$ cat src/include/corr_macros.svh
`ifndef CORR_MACROS_SVH
`define CORR_MACROS_SVH

// Signed baseband sample from the front end.
`define CORR_SAMPLE_WIDTH 3

// Signed cosine and sine table values.
`define CORR_LUT_WIDTH 3

// Sample times table value.
`define CORR_PROD_WIDTH 6

// Carrier phase accumulator and increment.
`define CORR_PHASE_WIDTH 16
`define CORR_DOPPLER_WIDTH 10
`define CORR_F_IF_INC 16'h2000

// Code NCO accumulator and increment.
`define CORR_CODE_PHASE_WIDTH 16

// Integrators and the saturated result.
`define CORR_ACC_WIDTH 20
`define CORR_OUT_WIDTH 16

`endif

$ cat src/corr_pkg.sv
`default_nettype none

`include "corr_macros.svh"

package corr_pkg;

   // One sample in flight through the channel.
   typedef struct packed {
      logic signed [`CORR_SAMPLE_WIDTH-1:0] data;
      logic                                 last;
   } sample_t;

   // PRN selection as two G2 stage numbers, 1 to 10.
   typedef struct packed {
      logic [3:0] tap_a;
      logic [3:0] tap_b;
   } ca_taps_t;

   // Carrier-wiped sample with its code chip.
   typedef struct packed {
      logic                               valid;
      logic                               last;
      logic                               ca_bit;
      logic signed [`CORR_PROD_WIDTH-1:0] prod_i;
      logic signed [`CORR_PROD_WIDTH-1:0] prod_q;
   } mixed_t;

   // Dumped and saturated correlation result.
   typedef struct packed {
      logic signed [`CORR_OUT_WIDTH-1:0] corr_i;
      logic signed [`CORR_OUT_WIDTH-1:0] corr_q;
   } corr_result_t;

endpackage

`default_nettype wire

$ cat src/sample_front.sv
`timescale 1ns/1ps
`default_nettype none

`include "corr_macros.svh"

module sample_front
   import corr_pkg::*;
(
   input  logic                                 clk,
   input  logic                                 rst_n_i,
   input  logic                                 clear_i,
   input  logic                                 sample_valid_i,
   input  logic                                 sample_last_i,
   input  logic signed [`CORR_SAMPLE_WIDTH-1:0] sample_i,
   output logic                                 sample_valid_o,
   output sample_t                              sample_o
);

   logic    valid_q;
   sample_t sample_q;

   // Strobe register. Clear drops it.
   always_ff @(posedge clk or negedge rst_n_i) begin
      if (!rst_n_i) begin
         valid_q <= 1'b0;
      end else if (clear_i) begin
         valid_q <= 1'b0;
      end else begin
         valid_q <= sample_valid_i;
      end
   end

   // Sample payload rides along with the strobe.
   always_ff @(posedge clk) begin
      sample_q.data <= sample_i;
      sample_q.last <= sample_last_i;
   end

   assign sample_valid_o = valid_q;
   assign sample_o       = sample_q;

endmodule

`default_nettype wire

$ cat src/ca_code_gen.sv
`timescale 1ns/1ps
`default_nettype none

`include "corr_macros.svh"

module ca_code_gen
   import corr_pkg::*;
(
   input  logic                              clk,
   input  logic                              rst_n_i,
   input  logic                              clear_i,
   input  logic                              sample_valid_i,
   input  logic [`CORR_CODE_PHASE_WIDTH-1:0] code_inc_i,
   input  ca_taps_t                          prn_taps_i,
   output logic                              ca_bit_o
);

   logic [`CORR_CODE_PHASE_WIDTH-1:0] code_phase_q;
   logic [`CORR_CODE_PHASE_WIDTH:0]   nco_sum;
   logic                              code_carry;
   logic [10:1]                       g1_q;
   logic [10:1]                       g2_q;
   logic                              g1_fb;
   logic                              g2_fb;
   logic [15:0]                       g2_ext;
   logic                              g2_out;

   // A carry out of the code NCO means the next chip is due.
   assign nco_sum    = {1'b0, code_phase_q} + {1'b0, code_inc_i};
   assign code_carry = nco_sum[`CORR_CODE_PHASE_WIDTH];

   assign g1_fb = g1_q[3] ^ g1_q[10];
   assign g2_fb = g2_q[2] ^ g2_q[3] ^ g2_q[6] ^ g2_q[8] ^ g2_q[9] ^ g2_q[10];

   // Stage n of G2 sits at bit n, so a stage number indexes directly.
   // Unused positions read as zero.
   assign g2_ext = {5'd0, g2_q, 1'b0};
   assign g2_out = g2_ext[prn_taps_i.tap_a] ^ g2_ext[prn_taps_i.tap_b];

   // Current Gold chip.
   assign ca_bit_o = g1_q[10] ^ g2_out;

   always_ff @(posedge clk or negedge rst_n_i) begin
      if (!rst_n_i) begin
         code_phase_q <= '0;
         g1_q         <= '1;
         g2_q         <= '1;
      end else if (clear_i) begin
         code_phase_q <= '0;
         g1_q         <= '1;
         g2_q         <= '1;
      end else if (sample_valid_i) begin
         code_phase_q <= nco_sum[`CORR_CODE_PHASE_WIDTH-1:0];
         // Step both registers after this sample has used the chip.
         if (code_carry) begin
            g1_q <= {g1_q[9:1], g1_fb};
            g2_q <= {g2_q[9:1], g2_fb};
         end
      end
   end

endmodule

`default_nettype wire

$ cat src/carrier_mixer.sv
`timescale 1ns/1ps
`default_nettype none

`include "corr_macros.svh"

module carrier_mixer
   import corr_pkg::*;
(
   input  logic                                  clk,
   input  logic                                  rst_n_i,
   input  logic                                  clear_i,
   input  logic                                  sample_valid_i,
   input  sample_t                               sample_i,
   input  logic                                  ca_bit_i,
   input  logic signed [`CORR_DOPPLER_WIDTH-1:0] doppler_i,
   output mixed_t                                mixed_o
);

   localparam int IDX_W = 3;
   localparam int PAD_W = `CORR_PHASE_WIDTH - `CORR_DOPPLER_WIDTH;

   logic [`CORR_PHASE_WIDTH-1:0]       carrier_inc;
   logic [`CORR_PHASE_WIDTH-1:0]       phase_q;
   logic [IDX_W-1:0]                   carrier_idx;
   logic signed [`CORR_LUT_WIDTH-1:0]  cos_val;
   logic signed [`CORR_LUT_WIDTH-1:0]  sin_val;
   logic signed [`CORR_PROD_WIDTH-1:0] prod_i;
   logic signed [`CORR_PROD_WIDTH-1:0] prod_q;
   logic                               valid_q;
   logic                               last_q;
   logic                               ca_bit_q;
   logic signed [`CORR_PROD_WIDTH-1:0] prod_i_q;
   logic signed [`CORR_PROD_WIDTH-1:0] prod_q_q;

   // IF plus the sign-extended two's complement Doppler.
   assign carrier_inc = `CORR_F_IF_INC + {{PAD_W{doppler_i[`CORR_DOPPLER_WIDTH-1]}}, doppler_i};

   // The table index comes from the phase before this sample's update.
   assign carrier_idx = phase_q[`CORR_PHASE_WIDTH-1 -: IDX_W];

   // Eight-point cosine and sine tables.
   always_comb begin
      case (carrier_idx)
         3'd0: begin cos_val = 3'sd3;  sin_val = 3'sd0;  end
         3'd1: begin cos_val = 3'sd2;  sin_val = 3'sd2;  end
         3'd2: begin cos_val = 3'sd0;  sin_val = 3'sd3;  end
         3'd3: begin cos_val = -3'sd2; sin_val = 3'sd2;  end
         3'd4: begin cos_val = -3'sd3; sin_val = 3'sd0;  end
         3'd5: begin cos_val = -3'sd2; sin_val = -3'sd2; end
         3'd6: begin cos_val = 3'sd0;  sin_val = -3'sd3; end
         default: begin cos_val = 3'sd2; sin_val = -3'sd2; end
      endcase
   end

   assign prod_i = sample_i.data * cos_val;
   assign prod_q = sample_i.data * sin_val;

   // Phase accumulator and the valid flag.
   always_ff @(posedge clk or negedge rst_n_i) begin
      if (!rst_n_i) begin
         phase_q <= '0;
         valid_q <= 1'b0;
      end else if (clear_i) begin
         phase_q <= '0;
         valid_q <= 1'b0;
      end else begin
         valid_q <= sample_valid_i;
         if (sample_valid_i) begin
            phase_q <= phase_q + carrier_inc;
         end
      end
   end

   // Pipeline register for the products, the chip and the last flag.
   always_ff @(posedge clk) begin
      last_q   <= sample_i.last;
      ca_bit_q <= ca_bit_i;
      prod_i_q <= prod_i;
      prod_q_q <= prod_q;
   end

   assign mixed_o.valid  = valid_q;
   assign mixed_o.last   = last_q;
   assign mixed_o.ca_bit = ca_bit_q;
   assign mixed_o.prod_i = prod_i_q;
   assign mixed_o.prod_q = prod_q_q;

endmodule

`default_nettype wire

$ cat src/code_accumulator.sv
`timescale 1ns/1ps
`default_nettype none

`include "corr_macros.svh"

module code_accumulator
   import corr_pkg::*;
(
   input  logic                               clk,
   input  logic                               rst_n_i,
   input  logic                               clear_i,
   input  mixed_t                             mixed_i,
   output logic                               dump_valid_o,
   output logic signed [`CORR_ACC_WIDTH-1:0]  sum_i_o,
   output logic signed [`CORR_ACC_WIDTH-1:0]  sum_q_o
);

   localparam int EXT_W = `CORR_ACC_WIDTH - `CORR_PROD_WIDTH;

   logic signed [`CORR_ACC_WIDTH-1:0] prod_i_ext;
   logic signed [`CORR_ACC_WIDTH-1:0] prod_q_ext;
   logic signed [`CORR_ACC_WIDTH-1:0] acc_i_q;
   logic signed [`CORR_ACC_WIDTH-1:0] acc_q_q;
   logic signed [`CORR_ACC_WIDTH-1:0] acc_i_next;
   logic signed [`CORR_ACC_WIDTH-1:0] acc_q_next;
   logic                              dump_valid_q;
   logic                              dump_en;

   assign prod_i_ext = {{EXT_W{mixed_i.prod_i[`CORR_PROD_WIDTH-1]}}, mixed_i.prod_i};
   assign prod_q_ext = {{EXT_W{mixed_i.prod_q[`CORR_PROD_WIDTH-1]}}, mixed_i.prod_q};

   // Chip 1 adds and chip 0 subtracts.
   assign acc_i_next = mixed_i.ca_bit ? acc_i_q + prod_i_ext : acc_i_q - prod_i_ext;
   assign acc_q_next = mixed_i.ca_bit ? acc_q_q + prod_q_ext : acc_q_q - prod_q_ext;

   assign dump_en = mixed_i.valid & mixed_i.last;

   always_ff @(posedge clk or negedge rst_n_i) begin
      if (!rst_n_i) begin
         acc_i_q      <= '0;
         acc_q_q      <= '0;
         dump_valid_q <= 1'b0;
      end else if (clear_i) begin
         acc_i_q      <= '0;
         acc_q_q      <= '0;
         dump_valid_q <= 1'b0;
      end else begin
         dump_valid_q <= dump_en;
         if (dump_en) begin
            // The last sample goes into the dump and integration restarts at zero.
            acc_i_q <= '0;
            acc_q_q <= '0;
         end else if (mixed_i.valid) begin
            acc_i_q <= acc_i_next;
            acc_q_q <= acc_q_next;
         end
      end
   end

   always_ff @(posedge clk) begin
      if (dump_en) begin
         sum_i_o <= acc_i_next;
         sum_q_o <= acc_q_next;
      end
   end

   assign dump_valid_o = dump_valid_q;

endmodule

`default_nettype wire

$ cat src/result_packer.sv
`timescale 1ns/1ps
`default_nettype none

`include "corr_macros.svh"

module result_packer
   import corr_pkg::*;
(
   input  logic                              clk,
   input  logic                              rst_n_i,
   input  logic                              dump_valid_i,
   input  logic signed [`CORR_ACC_WIDTH-1:0] sum_i_i,
   input  logic signed [`CORR_ACC_WIDTH-1:0] sum_q_i,
   output logic                              result_valid_o,
   output corr_result_t                      result_o
);

   localparam int HEAD_W = `CORR_ACC_WIDTH - `CORR_OUT_WIDTH + 1;

   // Output range limits at accumulator width.
   localparam logic signed [`CORR_ACC_WIDTH-1:0] OUT_MAX =
      {{HEAD_W{1'b0}}, {(`CORR_OUT_WIDTH-1){1'b1}}};
   localparam logic signed [`CORR_ACC_WIDTH-1:0] OUT_MIN =
      {{HEAD_W{1'b1}}, {(`CORR_OUT_WIDTH-1){1'b0}}};

   corr_result_t sat_result;
   corr_result_t result_q;
   logic         valid_q;

   function automatic logic signed [`CORR_OUT_WIDTH-1:0] clamp_sum(
      input logic signed [`CORR_ACC_WIDTH-1:0] sum
   );
      logic signed [`CORR_ACC_WIDTH-1:0] lim;
      lim = sum;
      if (sum > OUT_MAX) begin
         lim = OUT_MAX;
      end else if (sum < OUT_MIN) begin
         lim = OUT_MIN;
      end
      return lim[`CORR_OUT_WIDTH-1:0];
   endfunction

   assign sat_result.corr_i = clamp_sum(sum_i_i);
   assign sat_result.corr_q = clamp_sum(sum_q_i);

   always_ff @(posedge clk or negedge rst_n_i) begin
      if (!rst_n_i) begin
         valid_q <= 1'b0;
      end else begin
         valid_q <= dump_valid_i;
      end
   end

   always_ff @(posedge clk) begin
      if (dump_valid_i) begin
         result_q <= sat_result;
      end
   end

   assign result_valid_o = valid_q;
   assign result_o       = result_q;

endmodule

`default_nettype wire

$ cat src/correlator_channel.sv
`timescale 1ns/1ps
`default_nettype none

`include "corr_macros.svh"

module correlator_channel
   import corr_pkg::*;
(
   input  logic                                  clk,
   input  logic                                  rst_n_i,
   input  logic                                  clear_i,
   input  logic                                  sample_valid_i,
   input  logic                                  sample_last_i,
   input  logic signed [`CORR_SAMPLE_WIDTH-1:0]  sample_i,
   input  logic signed [`CORR_DOPPLER_WIDTH-1:0] doppler_i,
   input  logic [`CORR_CODE_PHASE_WIDTH-1:0]     code_inc_i,
   input  ca_taps_t                              prn_taps_i,
   output logic                                  result_valid_o,
   output corr_result_t                          result_o
);

   logic                              sample_valid;
   sample_t                           front_sample;
   logic                              ca_bit;
   mixed_t                            mixed;
   logic                              dump_valid;
   logic signed [`CORR_ACC_WIDTH-1:0] sum_i;
   logic signed [`CORR_ACC_WIDTH-1:0] sum_q;

   sample_front u_sample_front (
      .clk            (clk),
      .rst_n_i        (rst_n_i),
      .clear_i        (clear_i),
      .sample_valid_i (sample_valid_i),
      .sample_last_i  (sample_last_i),
      .sample_i       (sample_i),
      .sample_valid_o (sample_valid),
      .sample_o       (front_sample)
   );

   // The chip is combinational, so it lines up with the registered sample.
   ca_code_gen u_ca_code_gen (
      .clk            (clk),
      .rst_n_i        (rst_n_i),
      .clear_i        (clear_i),
      .sample_valid_i (sample_valid),
      .code_inc_i     (code_inc_i),
      .prn_taps_i     (prn_taps_i),
      .ca_bit_o       (ca_bit)
   );

   carrier_mixer u_carrier_mixer (
      .clk            (clk),
      .rst_n_i        (rst_n_i),
      .clear_i        (clear_i),
      .sample_valid_i (sample_valid),
      .sample_i       (front_sample),
      .ca_bit_i       (ca_bit),
      .doppler_i      (doppler_i),
      .mixed_o        (mixed)
   );

   code_accumulator u_code_accumulator (
      .clk          (clk),
      .rst_n_i      (rst_n_i),
      .clear_i      (clear_i),
      .mixed_i      (mixed),
      .dump_valid_o (dump_valid),
      .sum_i_o      (sum_i),
      .sum_q_o      (sum_q)
   );

   result_packer u_result_packer (
      .clk            (clk),
      .rst_n_i        (rst_n_i),
      .dump_valid_i   (dump_valid),
      .sum_i_i        (sum_i),
      .sum_q_i        (sum_q),
      .result_valid_o (result_valid_o),
      .result_o       (result_o)
   );

endmodule

`default_nettype wire

$ cat config.mk
export PLATFORM = sky130hd
export DESIGN_NAME = correlator_channel
export DESIGN_NICKNAME = d
export VERILOG_FILES = /design/src/corr_pkg.sv /design/src/sample_front.sv /design/src/ca_code_gen.sv /design/src/carrier_mixer.sv /design/src/code_accumulator.sv /design/src/result_packer.sv /design/src/correlator_channel.sv
export VERILOG_INCLUDE_DIRS = /design/src /design/src/include
export SDC_FILE = /design/constraint.sdc
export NUM_CORES = 1
export LEC_CHECK = 0
export BUFFER_PORTS_ARGS = -buffer_cell sky130_fd_sc_hd__buf_2
export CAP_MARGIN = 25
export CORE_MARGIN = 2
export CORE_UTILIZATION = 45
export DETAILED_ROUTE_END_ITERATION = 6
export HOLD_SLACK_MARGIN = 0.08
export PLACE_DENSITY = 0.59
export SLEW_MARGIN = 30
export SYNTH_ARGS = -nofsm -noshare
export SYNTH_HDL_FRONTEND = slang
export SYNTH_HIERARCHICAL = 1
export SYNTH_SLANG_ARGS = --single-unit
$ cat constraint.sdc
create_clock -name clk -period 4.25 [get_ports clk]
set_clock_uncertainty 0.15 [all_clocks]
set_input_delay 0.425 -clock clk [delete_from_list [all_inputs] [get_ports clk]]
set_output_delay 0.425 -clock clk [all_outputs]
set_load 0.05 [all_outputs]
# After elaboration in Yosys (flattened, before gate mapping)
# Cells that the tools add are included.
# W data, S select, Z words.
[op_classes]
n_lt_le_gt_ge = 6
n_eq_ne = 6
n_addsub = 7
n_bitwise = 9
multipliers = 2
n_reduce_logical = 9
shift = 0
mux = 29
div_mod_pow = 0
[op_table]
columns = ["op", "n"]
rows = [
  ["$mux W20", 8],
  ["$mux W16", 6],
  ["$mux W10", 6],
  ["$add A20 B6 Y20", 2],
  ["$gt A20 B16 Y1 const B", 2],
  ["$lt A20 B16 Y1 const B", 2],
  ["$sub A20 B6 Y20", 2],
  ["$pmux W3 S4", 2],
  ["$add A16 B16 Y17", 1],
  ["$add A15 B10 Y16 const A", 1],
  ["$add A16 B16 Y16", 1],
  ["$mul A3 B3 Y6", 2],
  ["$lt A4 B5 Y1 const B", 2],
  ["$eq A3 B3 Y1 const B", 3],
  ["$bmux W1 S4", 2],
  ["$reduce_or A2 Y1", 4],
  ["$xor A1 B1 Y1", 8],
  ["$eq A3 B2 Y1 const B", 2],
  ["$mux W1", 5],
  ["$reduce_bool A2 Y1", 2],
  ["$eq A3 B1 Y1 const B", 1],
  ["$logic_not A3 Y1", 1],
  ["$reduce_bool A3 Y1", 1],
  ["$reduce_and A2 Y1", 1],
  ["$and A1 B1 Y1", 1],
]
[word_totals]
latch_bits = 0
ff_bits = 186
mem_bits_ro = 0
inputBits = 42
elab_cells = 88
out_inout_bits = 33
mem_count = 0
ram_bits = 0

# Depth between registers and ports, before layout
[depth]
ltp_word = 8
ltp_mapped = 17
depth_no_buf = 16

# Cells and area by module
# Netlist, hierarchy kept.
[by_module_without_submodules]
columns = ["mod", "area_per_inst_um2", "seq_area_each_um2", "instances", "cells_per_inst"]
rows = [
  ["code_accumulator", 5193.7, 2227.1, 1, 504],
  ["ca_code_gen", 2511.2, 925.9, 1, 270],
  ["carrier_mixer", 2434.8, 705.7, 1, 258],
  ["result_packer", 1554.0, 985.9, 1, 112],
  ["sample_front", 118.9, 105.1, 1, 6],
]

# Worst setup path before layout
# No wires, ideal clock.
[synth_path]
path_kind = "register to register"
startpoint = "register u_carrier_mixer.prod_q_q[3]"
endpoint = "register u_code_accumulator.acc_q_q[19]"
synth_period_minus_slack_ns = 3.209
setup_ns = 0.121
required_ns = 3.979
path_stages_with_launch = 15
path_slack_ns = 1.041
t_arrival_ns = 2.938
n_path_buf = 0
path_cell_list = "dfxtp_1 > nor2_1 > nor4b_1 > nand2_1 > ha_1 > o21a_1 > inv_1 > ha_1 > nand4_1 > nor4_1 > nor2_1 > and2_2 > o221ai_1 > o22ai_1 > a22o_1"
[synth_via]
elab_chain_cells = 5
elab_cells_between_ends = 6
cone_classes = "add/sub (2); mux (4)"
[synth_rtl]
columns = ["element", "line", "rtl"]
rows = [
  ["start, declared", "carrier_mixer.sv:33", "logic signed [`CORR_PROD_WIDTH-1:0] prod_q_q;"],
  ["start signal, assigned", "carrier_mixer.sv:79", "prod_q_q <= prod_q;"],
  ["$sub A20 B6 Y20 / $add A20 B6 Y20 (equally long branches)", "code_accumulator.sv:34", "assign acc_q_next = mixed_i.ca_bit ? acc_q_q + prod_q_ext : acc_q_q - prod_q_ext;"],
  ["$mux W20 (*)", "code_accumulator.sv:34", ""],
  ["$mux W20 (*)", "code_accumulator.sv:53", "end else if (mixed_i.valid) begin"],
  ["$mux W20 (*)", "code_accumulator.sv:49", "if (dump_en) begin"],
  ["$mux W20 (*)", "code_accumulator.sv:43", "end else if (clear_i) begin"],
  ["end signal, assigned", "code_accumulator.sv:55", "acc_q_q <= acc_q_next;"],
  ["end, declared", "code_accumulator.sv:23", "logic signed [`CORR_ACC_WIDTH-1:0] acc_q_q;"],
]
# Every way passes the cells marked *; elsewhere a longest branch is shown, timed or not. The select of a mux whose other input is x is not followed.
# A chain may end at the register's enable or synchronous reset.

# Final worst setup path
[layout_path]
startpoint = "register u_carrier_mixer.prod_q_q[0]"
endpoint = "register u_code_accumulator.acc_q_q[19]"
# Same word-level chain as after synthesis.

==> results.md <==
* Critical path type: reg2reg
* Num rows at 59
* Hold crit path type: reg2reg
* Via density at 5.47
* Clk_lat worst skew at roughly 0.45 ns
* Most frequent cell after synthesis: ha_1
* Initial Utilization at 45.6%
* Placement Cell Area at 12,400 um^2
* Critical Path Start Type: register
* Run status: finished clean
* Final period util at 85.0%
* Critical Path Most Common Cell: ha_1
* Max cap viols at 0
* Synthesis-stage register bit count at 186
* Drt first pass iters at 4
* Sequential share of power at 36.6%
* Post-Route WL at between 20 and 25 mm
* GRT overflow at 0
* P&R area growth vs syn at 11.1%
* Final cell count without fillers at 1,556
* Hold Violations, Final at 0
* CP Capture Type: register
* Post-synth EDFFs at 72
* ANT nets after route at 0
* Core Util, Final at approximately half
* CTS sink cnt at 186
* GPL Wtd Cong at between 0.8 and 0.9
* Commonest register cell after synthesis: dfrtp_1
* Leakage at 5.91 nW
* Synth Instances at 1,150
* First-pass GRT wire length at 40.8 mm
* Avg Cell Area, Syn at a little over 10 um^2
* Synth area leader: edfxtp_1
* Clock Tree Buf Depth at 2
* I/O Pins at 75
* Residual DRC at 0
* Placed Cells at 1,518
* Power Internal at 3.82 mW
* H-tree levels at 4
* Largest net degree at the start of global routing at 64
* Avg WL per Cell at 15.6 um
* Synth unique cells at 81
* Post-synthesis async set-or-reset flop share at 51.6%
* Die Height at 166 um
* CP arrival at approximately 3.8 ns
* Sequential area share after synthesis at 41.9%
* Synth top area share at about 18%
* FMAX at 277 MHz
* Initial drt markers at around 460
* # diodes at 0
* Core Region at ~26,000 um^2
* Net Sw Frac at 36.5%
* Chip width at ~170 um
* Syn Nets at 1,307
* Final setup fails at 0
* Crit path largest cell delay at between 0.3 and 0.4 ns
* YS warnings at 6
* Slew Viols, Final at 0
* Die Area at 27,600 um^2
* Hpwl dp at between 15 and 20 mm
* Crit path required time at 4.43 ns
* Peak VDD IR at between 0.0002 and 0.0003 V
* Total GRT Usage at 17.8%
* Layout cells sized above 1 at roughly 16%
* P per Cell Area at 458 nW/um^2
* Min Tclk post-route at approximately 3.6 ns
* NetSw at between 2 and 2.5 mW
* Slew Limit Headroom at ~45%
* Design Area, Final at 13,100 um^2
* Postcts setup bufs at 0
* Num CTS Buffers at 17
* Post-Syn Area at 11,800 um^2
* Vias at 8,516
* Hold Slack at 0.186 ns
* Nets@finish at around 1,400
* Crit Path Max Fanout at 8
* Commonest cells in the netlist: ha_1 (102), nor2_1 (99), a21oi_1 (96), nand2_1 (79), dfrtp_1 (76)
* Slowest CP cell: dfxtp_1
* Worst Max-Slew Pin Slew at ~0.82 ns
* Setup TNS at 0 ns
* Root Buffer: clkbuf_16
* Vias in the first global route at between 8,000 and 9,000
* Initial antenna violation count at 0
* CTS tree: done
* Delay-heaviest family, CP: simple AND/OR/NAND/NOR gates
* Worst-path clk slew at 0.09 ns
* Buffers and inverters on the worst path at 2
* Cells along the critical path: inv_1 > ha_1 > nand2_1 > nor3_1 > inv_1 > ha_1 > o21ai_0 > ha_1 > nand4_1 > nor4_1 > nor2_1 > and2_2 > o221ai_1 > o22ai_1 > a22o_1
* RSZ-0062 raised after global routing: false
* Port Buf Inserts at 74
* Logic gate share of total power at 35.0%
* Clk pwr share at approximately 28%
* Top post-synthesis cells by area: edfxtp_1 (18%), dfrtp_1 (16%), ha_1 (11%)
## worst paths after layout
kind | start | endpoint | slack, ns | depth (start not counted)
setup / recovery | u_carrier_mixer/prod_q_q[0] | u_code_accumulator/acc_q_q[19] | 0.64 | 15
hold / removal | u_sample_front/sample_o[0] | u_carrier_mixer/last_q | 0.19 | 0
setup reg to reg | u_carrier_mixer/prod_q_q[0] | u_code_accumulator/acc_q_q[19] | 0.64 | 15
hold reg to reg | u_sample_front/sample_o[0] | u_carrier_mixer/last_q | 0.19 | 0
max in group asynchronous | rst_n_i | u_carrier_mixer/phase_q[9] | 2.81 | 3
min in group asynchronous | rst_n_i | u_code_accumulator/acc_i_q[15] | 0.39 | 2
## worst register-to-register path, delay by kind of cell, from the launching register on
| family | cells | cell delay, ns |
|---|---|---|
| adder cells (fa/ha/maj) | 3 | 0.80 |
| AND/OR/NAND/NOR | 6 | 1.10 |
| flip-flops | 1 | 0.35 |
| AO/OA/AOI/OAI | 4 | 0.96 |
| buffers and inverters | 2 | 0.15 |
## routing by layer
| layer | track usage [%] | up-vias | wire length, um |
|---|---|---|---|
| met4 | 4.65 | 0 | 315 |
| met3 | 3.10 | 22 | 811 |
| met1 | 24.6 | 4053 | 11900 |
| li1 | - | 4301 | - |
| met2 | 29.1 | 140 | 11200 |
| met5 | 0 | - | 0 |
## power groups by stage
stage	registers [mW]	logic, mW	clock network [mW]
after floorplan	2.21	1.64	0
after global placement	2.24	2.08	0
after detailed placement	2.24	2.09	0
after CTS	2.20	2.11	1.75
after global routing	2.23	2.38	1.83
final	2.20	2.10	1.71
## stage by stage
| stage | worst slack [ns] | power (mW) |
|---|---|---|
| 5_1_grt | 0.282 | 6.43 |
| 2_1_floorplan | 1.04 | 3.85 |
| 4_1_cts | 0.647 | 6.07 |
| 6_report | 0.639 | 6.01 |
| 3_5_place_dp | 0.649 | 4.33 |
| 3_3_place_gp | 0.731 | 4.31 |
## sequential cells by signal, summed over array words and instances, names as in the netlist, 6 cells and up
register / cells
u_ca_code_gen/code_phase_q: 16
u_ca_code_gen/g1_q: 10
u_ca_code_gen/g2_q: 10
u_carrier_mixer/phase_q: 16
u_carrier_mixer/prod_i_q: 6
u_carrier_mixer/prod_q_q: 6
u_code_accumulator/acc_i_q: 20
u_code_accumulator/acc_q_q: 20
u_code_accumulator/sum_i_o: 20
u_code_accumulator/sum_q_o: 20
u_result_packer/result_o: 32
## layout make-up
cell class                 instances  area (um^2)
fill                            2386        12800
multi-input combinational        847         6360
clock buffer                      18          429
timing repair buffer              93          534
tap                              335          419
inverter                          63          236
clock inverter                    14          198
sequential                       186         4950
## cell families (layout without fill, tap and decap cells)
logic type                 Yosys count  in the layout  synth area share (%)
muxes                               26             26                  2.55
and+or+nand+nor                    296            296                  12.1
xor gates and xnor gates            79             79                  5.86
adders and majority gates          115            115                  13.0
DFF                                186            186                  41.9
buffers and inverters              117            188                  4.45
AOI/OAI and AO/OA                  331            331                  20.1
## what timing repair did
| action | in CTS | in global routing |
|---|---|---|
| hold endpoints to repair | 46 | 0 |
| hold buffers | 6 | 0 |
| resized for setup | 0 | 0 |
## placed cells by master (no fill, tap or decap), types with 15 or more instances in the layout
master | netlist | routed
xnor2_1 | 47 | 47
dfrtp_1 | 76 | 76
a22o_1 | 38 | 38
edfxtp_1 | 72 | 72
nor2_1 | 99 | 97
mux2i_1 | 20 | 20
nand3_1 | 20 | 20
a21o_1 | 38 | 38
clkbuf_16 | 0 | 17
dfxtp_1 | 18 | 18
buf_2 | 11 | 73
nand2_1 | 79 | 79
a21oi_1 | 96 | 96
inv_1 | 63 | 63
a21oi_2 | 15 | 15
ha_1 | 102 | 102
o21ai_0 | 39 | 39
dfstp_2 | 20 | 20
xor2_1 | 32 | 32
(Power assumes the default switching activity.)
